**src/verilog/qpi_pkg.sv**
```systemverilog
package qpi_pkg;

   // ==========================================================
   // Link geometry
   // ==========================================================

   // Cache-line addresses count 64-byte lines, not bytes
   localparam int CL_ADDR_W = 32;

   // One cache line carries 512 bits of payload
   localparam int CL_DATA_W = 512;

   // Host CSR write port widths
   localparam int CSR_ADDR_W = 16;
   localparam int CSR_DATA_W = 32;

   // ==========================================================
   // CSR map
   // ==========================================================

   // Writing this offset loads the device status memory base
   localparam logic [CSR_ADDR_W-1:0] CSR_DSM_BASE = 16'h1A00;

   // Writing this offset with dsm_clear set disarms the status writer
   localparam logic [CSR_ADDR_W-1:0] CSR_AFU_CTRL = 16'h1A04;

   // ==========================================================
   // Tx1 buffer and status line layout
   // ==========================================================

   // Number of write transactions the Tx1 buffer can hold
   localparam int TX1_FIFO_DEPTH = 2;

   // Pointer and occupancy widths follow from the depth
   localparam int TX1_PTR_W = (TX1_FIFO_DEPTH > 1) ? $clog2(TX1_FIFO_DEPTH) : 1;
   localparam int TX1_CNT_W = $clog2(TX1_FIFO_DEPTH + 1);

   // The status line is cut into 32-bit words
   localparam int STATUS_WORD_W = 32;
   localparam int STATUS_WORDS = CL_DATA_W / STATUS_WORD_W;

   // The first words are fixed markers the host can check for
   localparam int STATUS_MAGIC_WORDS = 4;
   localparam logic [15:0] STATUS_MAGIC = 16'hACED;

   // This word carries the number of status lines written earlier
   localparam int STATUS_COUNT_WORD = 4;

   // ==========================================================
   // Types
   // ==========================================================

   // Write request types on the Tx1 channel
   typedef enum logic [3:0] {
      WrThru = 4'h1,
      WrLine = 4'h2
   } req_type_e;

   // Bit fields of the AFU control register
   typedef struct packed {
      logic [CSR_DATA_W-2:0] reserved;
      logic                  dsm_clear;
   } csr_ctrl_t;

   // A CSR data word means different things depending on the offset
   typedef union packed {
      logic [CL_ADDR_W-1:0] dsm_base;
      csr_ctrl_t            ctrl;
   } csr_word_u;

   // Turns a line offset inside the DSM into a full cache-line address
   function automatic logic [CL_ADDR_W-1:0] dsm_offset2addr(
      input logic [9:0]           offset,
      input logic [CL_ADDR_W-1:0] base
   );
      return base + CL_ADDR_W'(offset);
   endfunction

endpackage

```
**src/verilog/afu_csr.sv**
```systemverilog
`timescale 1ns/1ps

module afu_csr import qpi_pkg::*; (
   input  logic                  clk,
   input  logic                  resetb,

   // Host CSR write port
   input  logic                  csr_write,
   input  logic [CSR_ADDR_W-1:0] csr_addr,
   input  csr_word_u             csr_data,

   // DSM base towards the status writer
   output logic [CL_ADDR_W-1:0]  dsm_base,
   output logic                  dsm_base_valid,
   output logic                  base_update
);

   // ==========================================================
   // Address decode
   // ==========================================================

   logic base_hit;
   logic ctrl_hit;
   logic clear_req;

   // Only the two known offsets do anything, all others are dropped
   assign base_hit = csr_write && (csr_addr == CSR_DSM_BASE);
   assign ctrl_hit = csr_write && (csr_addr == CSR_AFU_CTRL);

   // The control view of the word is only meaningful at the control offset
   assign clear_req = ctrl_hit && csr_data.ctrl.dsm_clear;

   // ==========================================================
   // Registers
   // ==========================================================

   // Valid flag and update pulse are control state and come out of reset low
   always_ff @(posedge clk) begin
      if (!resetb) begin
         dsm_base_valid <= 1'b0;
         base_update    <= 1'b0;
      end else begin
         // One pulse for every base write, even if the value repeats
         base_update <= base_hit;

         // A base write arms the writer and wins over a clear
         if (base_hit) begin
            dsm_base_valid <= 1'b1;
         end else if (clear_req) begin
            dsm_base_valid <= 1'b0;
         end
      end
   end

   // The base address is only looked at while the valid flag is high
   always_ff @(posedge clk) begin
      if (base_hit) begin
         // Same data word, read through the address view
         dsm_base <= csr_data.dsm_base;
      end
   end

   // Reserved control bits are ignored on purpose so that later
   // revisions can add fields without confusing this block

endmodule

```
**src/verilog/afu_top.sv**
```systemverilog
`timescale 1ns/1ps

module afu_top import qpi_pkg::*; (
   input  logic                  clk,
   input  logic                  resetb,

   // Host CSR write port
   input  logic                  csr_write,
   input  logic [CSR_ADDR_W-1:0] csr_addr,
   input  csr_word_u             csr_data,

   // Tx1 write channel of the link
   input  logic                  tx1_almost_full,
   output logic                  tx1_valid,
   output req_type_e             tx1_type,
   output logic [CL_ADDR_W-1:0]  tx1_address,
   output logic [CL_DATA_W-1:0]  tx1_data
);

   // CSR block to status writer
   logic [CL_ADDR_W-1:0] dsm_base;
   logic                 dsm_base_valid;
   logic                 base_update;

   // Status writer to Tx1 buffer
   logic                 wr_request;
   logic                 wr_grant;
   logic [CL_ADDR_W-1:0] wr_address;
   logic [CL_DATA_W-1:0] wr_data;

   // Tx1 buffer to issue stage
   logic                 q_valid;
   logic                 q_pop;
   logic [CL_ADDR_W-1:0] q_address;
   logic [CL_DATA_W-1:0] q_data;

   // ==========================================================
   // Host side
   // ==========================================================

   afu_csr afu_csr_i (
      .clk            (clk),
      .resetb         (resetb),
      .csr_write      (csr_write),
      .csr_addr       (csr_addr),
      .csr_data       (csr_data),
      .dsm_base       (dsm_base),
      .dsm_base_valid (dsm_base_valid),
      .base_update    (base_update)
   );

   // ==========================================================
   // Producer, buffer and link issue
   // ==========================================================

   status_writer status_writer_i (
      .clk            (clk),
      .resetb         (resetb),
      .dsm_base       (dsm_base),
      .dsm_base_valid (dsm_base_valid),
      .base_update    (base_update),
      .wr_request     (wr_request),
      .wr_grant       (wr_grant),
      .wr_address     (wr_address),
      .wr_data        (wr_data)
   );

   tx1_fifo tx1_fifo_i (
      .clk        (clk),
      .resetb     (resetb),
      .wr_request (wr_request),
      .wr_grant   (wr_grant),
      .wr_address (wr_address),
      .wr_data    (wr_data),
      .q_valid    (q_valid),
      .q_pop      (q_pop),
      .q_address  (q_address),
      .q_data     (q_data)
   );

   tx1_issue tx1_issue_i (
      .clk             (clk),
      .resetb          (resetb),
      .q_valid         (q_valid),
      .q_pop           (q_pop),
      .q_address       (q_address),
      .q_data          (q_data),
      .tx1_almost_full (tx1_almost_full),
      .tx1_valid       (tx1_valid),
      .tx1_type        (tx1_type),
      .tx1_address     (tx1_address),
      .tx1_data        (tx1_data)
   );

endmodule

```
**src/verilog/status_writer.sv**
```systemverilog
`timescale 1ns/1ps

module status_writer import qpi_pkg::*; (
   input  logic                 clk,
   input  logic                 resetb,

   // DSM base from the CSR block
   input  logic [CL_ADDR_W-1:0] dsm_base,
   input  logic                 dsm_base_valid,
   input  logic                 base_update,

   // Request/grant towards the Tx1 buffer
   output logic                 wr_request,
   input  logic                 wr_grant,
   output logic [CL_ADDR_W-1:0] wr_address,
   output logic [CL_DATA_W-1:0] wr_data
);

   typedef enum logic {IDLE, DONE} state_t;

   state_t                   state;
   state_t                   next_state;
   logic                     granted;
   logic [STATUS_WORD_W-1:0] write_count;

   // A transfer completes on any edge with request and grant both high
   assign granted = wr_request && wr_grant;

   // ==========================================================
   // FSM
   // ==========================================================

   always_ff @(posedge clk) begin
      if (!resetb) begin
         state <= IDLE;
      end else begin
         state <= next_state;
      end
   end

   always_comb begin
      next_state = state;
      case (state)
         IDLE: begin
            // One line per arming, then wait
            if (granted) begin
               next_state = DONE;
            end
         end
         DONE: begin
            // A new base or a cleared base arms the writer again
            if (base_update || !dsm_base_valid) begin
               next_state = IDLE;
            end
         end
         default: next_state = IDLE;
      endcase
   end

   // Level request, held until the buffer grants it
   assign wr_request = (state == IDLE) && dsm_base_valid;

   // Counts lines handed over, so each line reports how many came before it
   always_ff @(posedge clk) begin
      if (!resetb) begin
         write_count <= '0;
      end else if (granted) begin
         write_count <= write_count + 1'b1;
      end
   end

   // ==========================================================
   // Status line and address
   // ==========================================================

   always_comb begin
      wr_data = '0;
      // Marker words hold the magic value with their own index below it
      for (int i = 0; i < STATUS_MAGIC_WORDS; i++) begin
         wr_data[i*STATUS_WORD_W +: STATUS_WORD_W] = {STATUS_MAGIC, 16'(i)};
      end
      wr_data[STATUS_COUNT_WORD*STATUS_WORD_W +: STATUS_WORD_W] = write_count;
   end

   // The status line sits at the very start of the DSM
   assign wr_address = dsm_offset2addr(10'd0, dsm_base);

endmodule

```
**src/verilog/tx1_fifo.sv**
```systemverilog
`timescale 1ns/1ps

module tx1_fifo import qpi_pkg::*; (
   input  logic                 clk,
   input  logic                 resetb,

   // Producer side, request/grant
   input  logic                 wr_request,
   output logic                 wr_grant,
   input  logic [CL_ADDR_W-1:0] wr_address,
   input  logic [CL_DATA_W-1:0] wr_data,

   // Consumer side, valid/pop
   output logic                 q_valid,
   input  logic                 q_pop,
   output logic [CL_ADDR_W-1:0] q_address,
   output logic [CL_DATA_W-1:0] q_data
);

   // Storage for granted write transactions
   logic [CL_ADDR_W-1:0] addr_mem [TX1_FIFO_DEPTH];
   logic [CL_DATA_W-1:0] data_mem [TX1_FIFO_DEPTH];

   logic [TX1_PTR_W-1:0] wr_ptr;
   logic [TX1_PTR_W-1:0] rd_ptr;
   logic [TX1_CNT_W-1:0] count;
   logic                 push;

   // ==========================================================
   // Handshakes
   // ==========================================================

   // Grant as long as there is a free slot, in the same cycle as the request
   assign wr_grant = (count != TX1_CNT_W'(TX1_FIFO_DEPTH));
   assign push     = wr_request && wr_grant;

   // The head entry is visible as soon as it has been written
   assign q_valid   = (count != '0);
   assign q_address = addr_mem[rd_ptr];
   assign q_data    = data_mem[rd_ptr];

   // ==========================================================
   // Pointers and occupancy
   // ==========================================================

   always_ff @(posedge clk) begin
      if (!resetb) begin
         wr_ptr <= '0;
         rd_ptr <= '0;
         count  <= '0;
      end else begin
         // Pointers wrap explicitly so the depth need not be a power of two
         if (push) begin
            wr_ptr <= (wr_ptr == TX1_PTR_W'(TX1_FIFO_DEPTH - 1)) ? '0 : wr_ptr + 1'b1;
         end
         if (q_pop) begin
            rd_ptr <= (rd_ptr == TX1_PTR_W'(TX1_FIFO_DEPTH - 1)) ? '0 : rd_ptr + 1'b1;
         end
         // Push and pop in the same cycle leave the count alone
         case ({push, q_pop})
            2'b10:   count <= count + 1'b1;
            2'b01:   count <= count - 1'b1;
            default: count <= count;
         endcase
      end
   end

   // Entries are written on push only
   always_ff @(posedge clk) begin
      if (push) begin
         addr_mem[wr_ptr] <= wr_address;
         data_mem[wr_ptr] <= wr_data;
      end
   end

endmodule

```
**src/verilog/tx1_issue.sv**
```systemverilog
`timescale 1ns/1ps

module tx1_issue import qpi_pkg::*; (
   input  logic                 clk,
   input  logic                 resetb,

   // Tx1 buffer head
   input  logic                 q_valid,
   output logic                 q_pop,
   input  logic [CL_ADDR_W-1:0] q_address,
   input  logic [CL_DATA_W-1:0] q_data,

   // Tx1 write channel of the link
   input  logic                 tx1_almost_full,
   output logic                 tx1_valid,
   output req_type_e            tx1_type,
   output logic [CL_ADDR_W-1:0] tx1_address,
   output logic [CL_DATA_W-1:0] tx1_data
);

   // ==========================================================
   // Pop decision
   // ==========================================================

   // Nothing leaves the buffer while the link signals almost full.
   // The pop is gated by q_valid, so an empty buffer is never popped
   assign q_pop = q_valid && !tx1_almost_full;

   // ==========================================================
   // Link outputs
   // ==========================================================

   // Valid is a one-cycle pulse per popped line
   always_ff @(posedge clk) begin
      if (!resetb) begin
         tx1_valid <= 1'b0;
      end else begin
         tx1_valid <= q_pop;
      end
   end

   // Header and payload are only sampled by the link while valid is high
   always_ff @(posedge clk) begin
      if (q_pop) begin
         // All status traffic is a full-line write
         tx1_type    <= WrLine;
         tx1_address <= q_address;
         tx1_data    <= q_data;
      end
   end

endmodule
```
**config.mk**
```make
export PLATFORM = sky130hd
export DESIGN_NAME = afu_top
export DESIGN_NICKNAME = d
export VERILOG_FILES = /design/src/verilog/qpi_pkg.sv /design/src/verilog/afu_csr.sv /design/src/verilog/afu_top.sv /design/src/verilog/status_writer.sv /design/src/verilog/tx1_fifo.sv /design/src/verilog/tx1_issue.sv
export SDC_FILE = /design/constraint.sdc
export NUM_CORES = 1
export LEC_CHECK = 0
export BUFFER_PORTS_ARGS = -buffer_cell sky130_fd_sc_hd__buf_2
export CORE_ASPECT_RATIO = 0.8
export CORE_UTILIZATION = 25
export DETAILED_ROUTE_END_ITERATION = 8
export GPL_TIMING_DRIVEN = 0
export PLACE_DENSITY = 0.43
export SLEW_MARGIN = 20
export SYNTH_ARGS = -nofsm -noshare
export SYNTH_HDL_FRONTEND = slang
export SYNTH_HIERARCHICAL = 1
export SYNTH_SLANG_ARGS = --single-unit
```
**constraint.sdc**
```tcl
create_clock -name clk -period 62.6 [get_ports clk]
set_input_delay 6.26 -clock clk [delete_from_list [all_inputs] [get_ports clk]]
set_output_delay 6.26 -clock clk [all_outputs]
set_load 0.01 [all_outputs]
```
## Word level (Yosys, flattened, before mapping)

Memory sizes are Yosys's and may differ from the RTL's. A register that Yosys moved wholly into a read port is not among the register bits.
Cells that the tools add are included.
W data, S select, Z words.

- $add $sub $neg: 5
- Equal/unequal tests: 5
- Muxes and demuxes: 9
- Bitwise gates (word level): 1
- Reduce and logical (&&, ||, !) cells: 12

Operators by type and width:

| operator | count |
|---|---|
| $add A32 B1 Y32 const B | 1 |
| $eq A16 B13 Y1 const B | 2 |
| $mux W1 | 7 |
| $logic_and A1 B1 Y1 | 6 |
| $reduce_bool A2 Y1 | 3 |
| $pmux W2 S2 | 1 |
| $add A1 B1 Y1 const B | 2 |
| $add A2 B1 Y2 const B | 1 |
| $eq A2 B1 Y1 const B | 1 |
| $eq A2 B2 Y1 const B | 1 |
| $logic_not A1 Y1 | 2 |
| $ne A2 B2 Y1 const B | 1 |
| $pmux W1 S2 | 1 |
| $sub A2 B1 Y2 const B | 1 |
| $logic_or A1 B1 Y1 | 1 |
| $not A1 Y1 | 1 |

- Register bits after elaboration: 584
- RAM bits: 128
- Logic and storage cells: 44
- Memories: 2

Memories:

| name | words | bits a word | read ports | clocked after memory_dff | wr ports | RTL line | source |
|---|---|---|---|---|---|---|---|
| tx1_fifo_i.addr_mem | 2 | 32 | 1 | 1 | 1 | tx1_fifo.sv:21 | `logic [CL_ADDR_W-1:0] addr_mem [TX1_FIFO_DEPTH];` |
| tx1_fifo_i.data_mem | 2 | 32 | 1 | 1 | 1 | tx1_fifo.sv:22 | `logic [CL_DATA_W-1:0] data_mem [TX1_FIFO_DEPTH];` |

## Longest topological paths before layout

- Word-level depth: 5
- Gate-level depth with buffers: 7

## By module

Netlist, hierarchy kept.

Modules (own cells, without submodules):

| module | instances | cells an instance | area an instance (µm²) | seq. area each (µm²) |
|---|---|---|---|---|
| tx1_fifo | 1 | 1716 | 40049.7 | 32771.4 |
| tx1_issue | 1 | 553 | 16408.2 | 16355.7 |
| status_writer | 1 | 707 | 5525.3 | 660.6 |
| afu_csr | 1 | 44 | 1071.0 | 1001.0 |

## Worst setup path after synthesis

Ideal clock, no wire load.

- Path kind: input to register
- From: in tx1_almost_full
- To: reg tx1_fifo_i.count[1]
- Arrival: 33.839 ns
- Required time: 62.524 ns
- Path slack: 28.685 ns
- Cell stages on the path: 4
- Buffers on the path: 0
- Cell sequence: nor2b_1 ha_1 or3_1 a21boi_0

- Word-level cells in the longest chain between the ends: 4

RTL lines:

| what | RTL line | source |
|---|---|---|
| from (decl) | afu_top.sv:13 | `input logic tx1_almost_full,` |
| $logic_not A1 Y1 (*) | tx1_issue.sv:27 | `assign q_pop = q_valid && !tx1_almost_full;` |
| $logic_and A1 B1 Y1 (*) | tx1_issue.sv:27 |  |
| $eq A2 B1 Y1 or $eq A2 B2 Y1 (tied branches) | tx1_fifo.sv:60 | `case ({push, q_pop})` |
| $pmux W2 S2 or $reduce_bool A2 Y1 (tied branches) | n/a |  |
| to (signal assigned) | tx1_fifo.sv:61 | `2'b10: count <= count + 1'b1;` |
| to (signal assigned) | tx1_fifo.sv:62 | `2'b01: count <= count - 1'b1;` |
| to (signal assigned) | tx1_fifo.sv:63 | `default: count <= count;` |
| to (decl) | tx1_fifo.sv:26 | `logic [TX1_CNT_W-1:0] count;` |

Mark *: on every way between the ends. The rest lies on a longest branch, timed or not.
A chain may end at the register's enable or synchronous reset.

## Worst setup path in the final report

- From: in tx1_almost_full
- To: reg tx1_issue_i.tx1_data[203] (enable)

- Word-level cells in the longest chain between the ends: 2

RTL lines:

| what | RTL line | source |
|---|---|---|
| $logic_not A1 Y1 | tx1_issue.sv:27 |  |
| $logic_and A1 B1 Y1 | tx1_issue.sv:27 |  |
| named net q_pop | afu_top.sv:33 | `logic q_pop;` |
| to (signal assigned) | tx1_issue.sv:48 | `tx1_data <= q_data;` |
| to (decl) | tx1_issue.sv:18 | `output logic [CL_DATA_W-1:0] tx1_data` |

The timed path passes the listed nets, and every way through them passes these cells.

==> results.json <==
{
  "synth_area_leaders": "edfxtp_1, mux2_2, buf_4",
  "synthFlopType": "edfxtp_1",
  "critPathKind": "in -> reg",
  "netlist.area_leader.share_pct": 79.25,
  "use_met1_pct": 11.59,
  "drt_iter0_drc": 1530,
  "dieArea_um2": 254200,
  "synthTopCellsByCount": "edfxtp_1, buf_4, mux2_2",
  "finalSetupViolCount": 0,
  "h-tree-depth": 4,
  "yosysMostFrequentCell": "edfxtp_1",
  "tns_ns": 0,
  "grt_pass1_vias": 28400,
  "ir_drop_mv": 0.02007,
  "grt_usage_pct": 9.827,
  "final-hold-violation-count": 0,
  "drv_slew": 0,
  "cp.arrival_ns": 8.55,
  "antenna_found_initial": 3,
  "syn_avg_cell_area_um2": 20.88,
  "overflow": 0,
  "start_util_pct": 25.21,
  "ant_nets": 0,
  "wl_um": 127300,
  "status": "finished clean",
  "hold_class": "reg -> reg",
  "finalCritPeriodShare_pct": 12.86,
  "synth_top_area_cell": "edfxtp_1",
  "period_needed_ns": 8.049,
  "clockBufferDepth": 4,
  "core_um2": 250100,
  "grt_use_met3_pct": 3.030,
  "via_per_inst": 3.557,
  "synthCells": 3020,
  "p_per_area_nw_per_um2": 29.43,
  "worstMarginPinSlew_ns": 0.8092,
  "grt_pass1_wl_um": 185500,
  "crit_fanout": 20,
  "grt_start_max_net_pins": 83,
  "clkLatencyLatePin_ns": 0.83,
  "cts_root_buf": "clkbuf_16",
  "rsz0062_at_grt": "false",
  "cts-hold-fix-buffers": 0,
  "ios": 601,
  "num_rows": 164,
  "required_ns": 63.10,
  "synth-edff-count": 1664,
  "yosys_warnings": 6,
  "place_hpwl_um": 81350,
  "io_buffers": 596,
  "syn_to_final_growth_pct": 25.49,
  "fin_worst_skew_ns": 0.06642,
  "die_w_um": 563.5,
  "fin_nets": 4397,
  "design_area_um2": 79130,
  "place_congestion": 0.6880,
  "numCtsBuffers": 192,
  "syn_area_um2": 63050,
  "ys_seq_area_share_pct": 80.55,
  "crit_path_end_kind": "flip-flop",
  "path_clk_slew_ns": 0.06,
  "slew_headroom_pct": 45.56,
  "synth.distinct_cells": 48,
  "max_freq_mhz": 124.2,
  "wl_per_cell_um": 16.31,
  "clock-sinks": 1705,
  "start_kind": "input pin",
  "post_cts_buffers": 0,
  "gr-usage-met2_pct": 17.09,
  "top_usage_layer": "met2",
  "ys_ff_latch": 1705,
  "drive_gt1_share_pct": 45.36,
  "firstDrtPassIters": 5,
  "num_vias": 27770,
  "cts_tree": "yes",
  "die_h_um": 451.2,
  "drc": 0,
  "synthArstFlopShare_pct": 0,
  "maxCapViolations": 0,
  "cts-resized-gates": 0,
  "place_area_um2": 73310,
  "p_leak_nw": 28.41
}
## path summary, 6_finish.rpt
path,slack [ns],startpoint,endpoint,depth (start not counted)
setup / recovery,54.55,tx1_almost_full,tx1_issue_i/tx1_data[203],10
hold / removal,0.41,afu_csr_i/base_update,status_writer_i/state,1
setup reg to reg,58.71,afu_csr_i/dsm_base_valid,tx1_fifo_i/data_mem[0][206],8
hold reg to reg,0.41,afu_csr_i/base_update,status_writer_i/state,1
## through the flow
step           util, %  power, mW  hold slack (ns)  worst slack (ns)  cells
2_1_floorplan        -      1.295           0.3914             28.69   3500
3_3_place_gp     28.78      1.297           0.3980             7.268   7416
3_5_place_dp     29.31      1.297           0.4037             53.66   7469
4_1_cts          31.63      2.373           0.4142             54.57   7804
5_1_grt          31.63      2.418           0.4279             54.47   7805
6_report         31.63      2.329           0.4105             54.55   7806
## registers in the layout, summed over array words and instances (netlist names), named ones only
register,cells
afu_csr_i/base_update,1
afu_csr_i/dsm_base,32
afu_csr_i/dsm_base_valid,1
status_writer_i/state,1
status_writer_i/write_count,32
tx1_fifo_i/addr_mem,64
tx1_fifo_i/count,2
tx1_fifo_i/data_mem,1024
tx1_fifo_i/rd_ptr,1
tx1_fifo_i/wr_ptr,1
tx1_issue_i/tx1_address,32
tx1_issue_i/tx1_data,512
tx1_issue_i/tx1_valid,1
## metal layers
layer / wire (µm) / share of wire, %
met1: 52540 / 41
met2: 63890 / 50
met3: 7827 / 6.1
met4: 3043 / 2.4
met5: 13 / 0.010
## critical path, cell delays in order
cell and delay [ns]:
buf_2 0.12, nor2b_4 0.50, buf_12 0.26, buf_16 0.19
buf_12 0.20, buf_12 0.20, buf_12 0.21, buf_16 0.17
buf_12 0.18, buf_16 0.16
## layout by cell type, fill, tap and decap left out, types with 9 or more instances in the layout
master     instances
edfxtp_1        1664
buf_2            639
buf_4            516
conb_1           484
mux2_2           384
clkbuf_16        194
mux2_4           160
clkbuf_1          56
dfxtp_1           41
clkinv_1          39
buf_16            31
a21oi_1           22
buf_12            21
clkinv_2          20
buf_6             20
nand2_1           16
nand3_1           11
inv_1              9
nor2_1             9
## kinds of logic after synthesis
logic type,count (synthesis),synth area share [%]
AO/OA/AOI/OAI,50,0.5040
flip-flops,1705,80.55
multiplexers,546,10.70
adder cells (fa/ha/maj),2,0.03968
buffers and inverters,598,6.955
other,4,0.02380
AND/OR/NAND/NOR,104,1.077
XOR/XNOR,11,0.1528
## final cells by class
class / count / area [µm²]
fill: 24350 / 171000
sequential: 1705 / 50790
multi-input combinational: 1197 / 9702
clock buffer: 245 / 5076
buffer: 588 / 4348
timing repair buffer: 649 / 4272
tap: 3320 / 4154
clock inverter: 90 / 735.7
inverter: 10 / 45.04
antenna: 2 / 5.005
## report_power, final
group	leakage (nW)	internal (mW)	switching [mW]	total [mW]
registers	15.3	1.24	0.00000189	1.24
logic	10.3	0.0201	0.0114	0.0315
clock network	2.82	0.605	0.448	1.05
(Power assumes the default switching activity.)
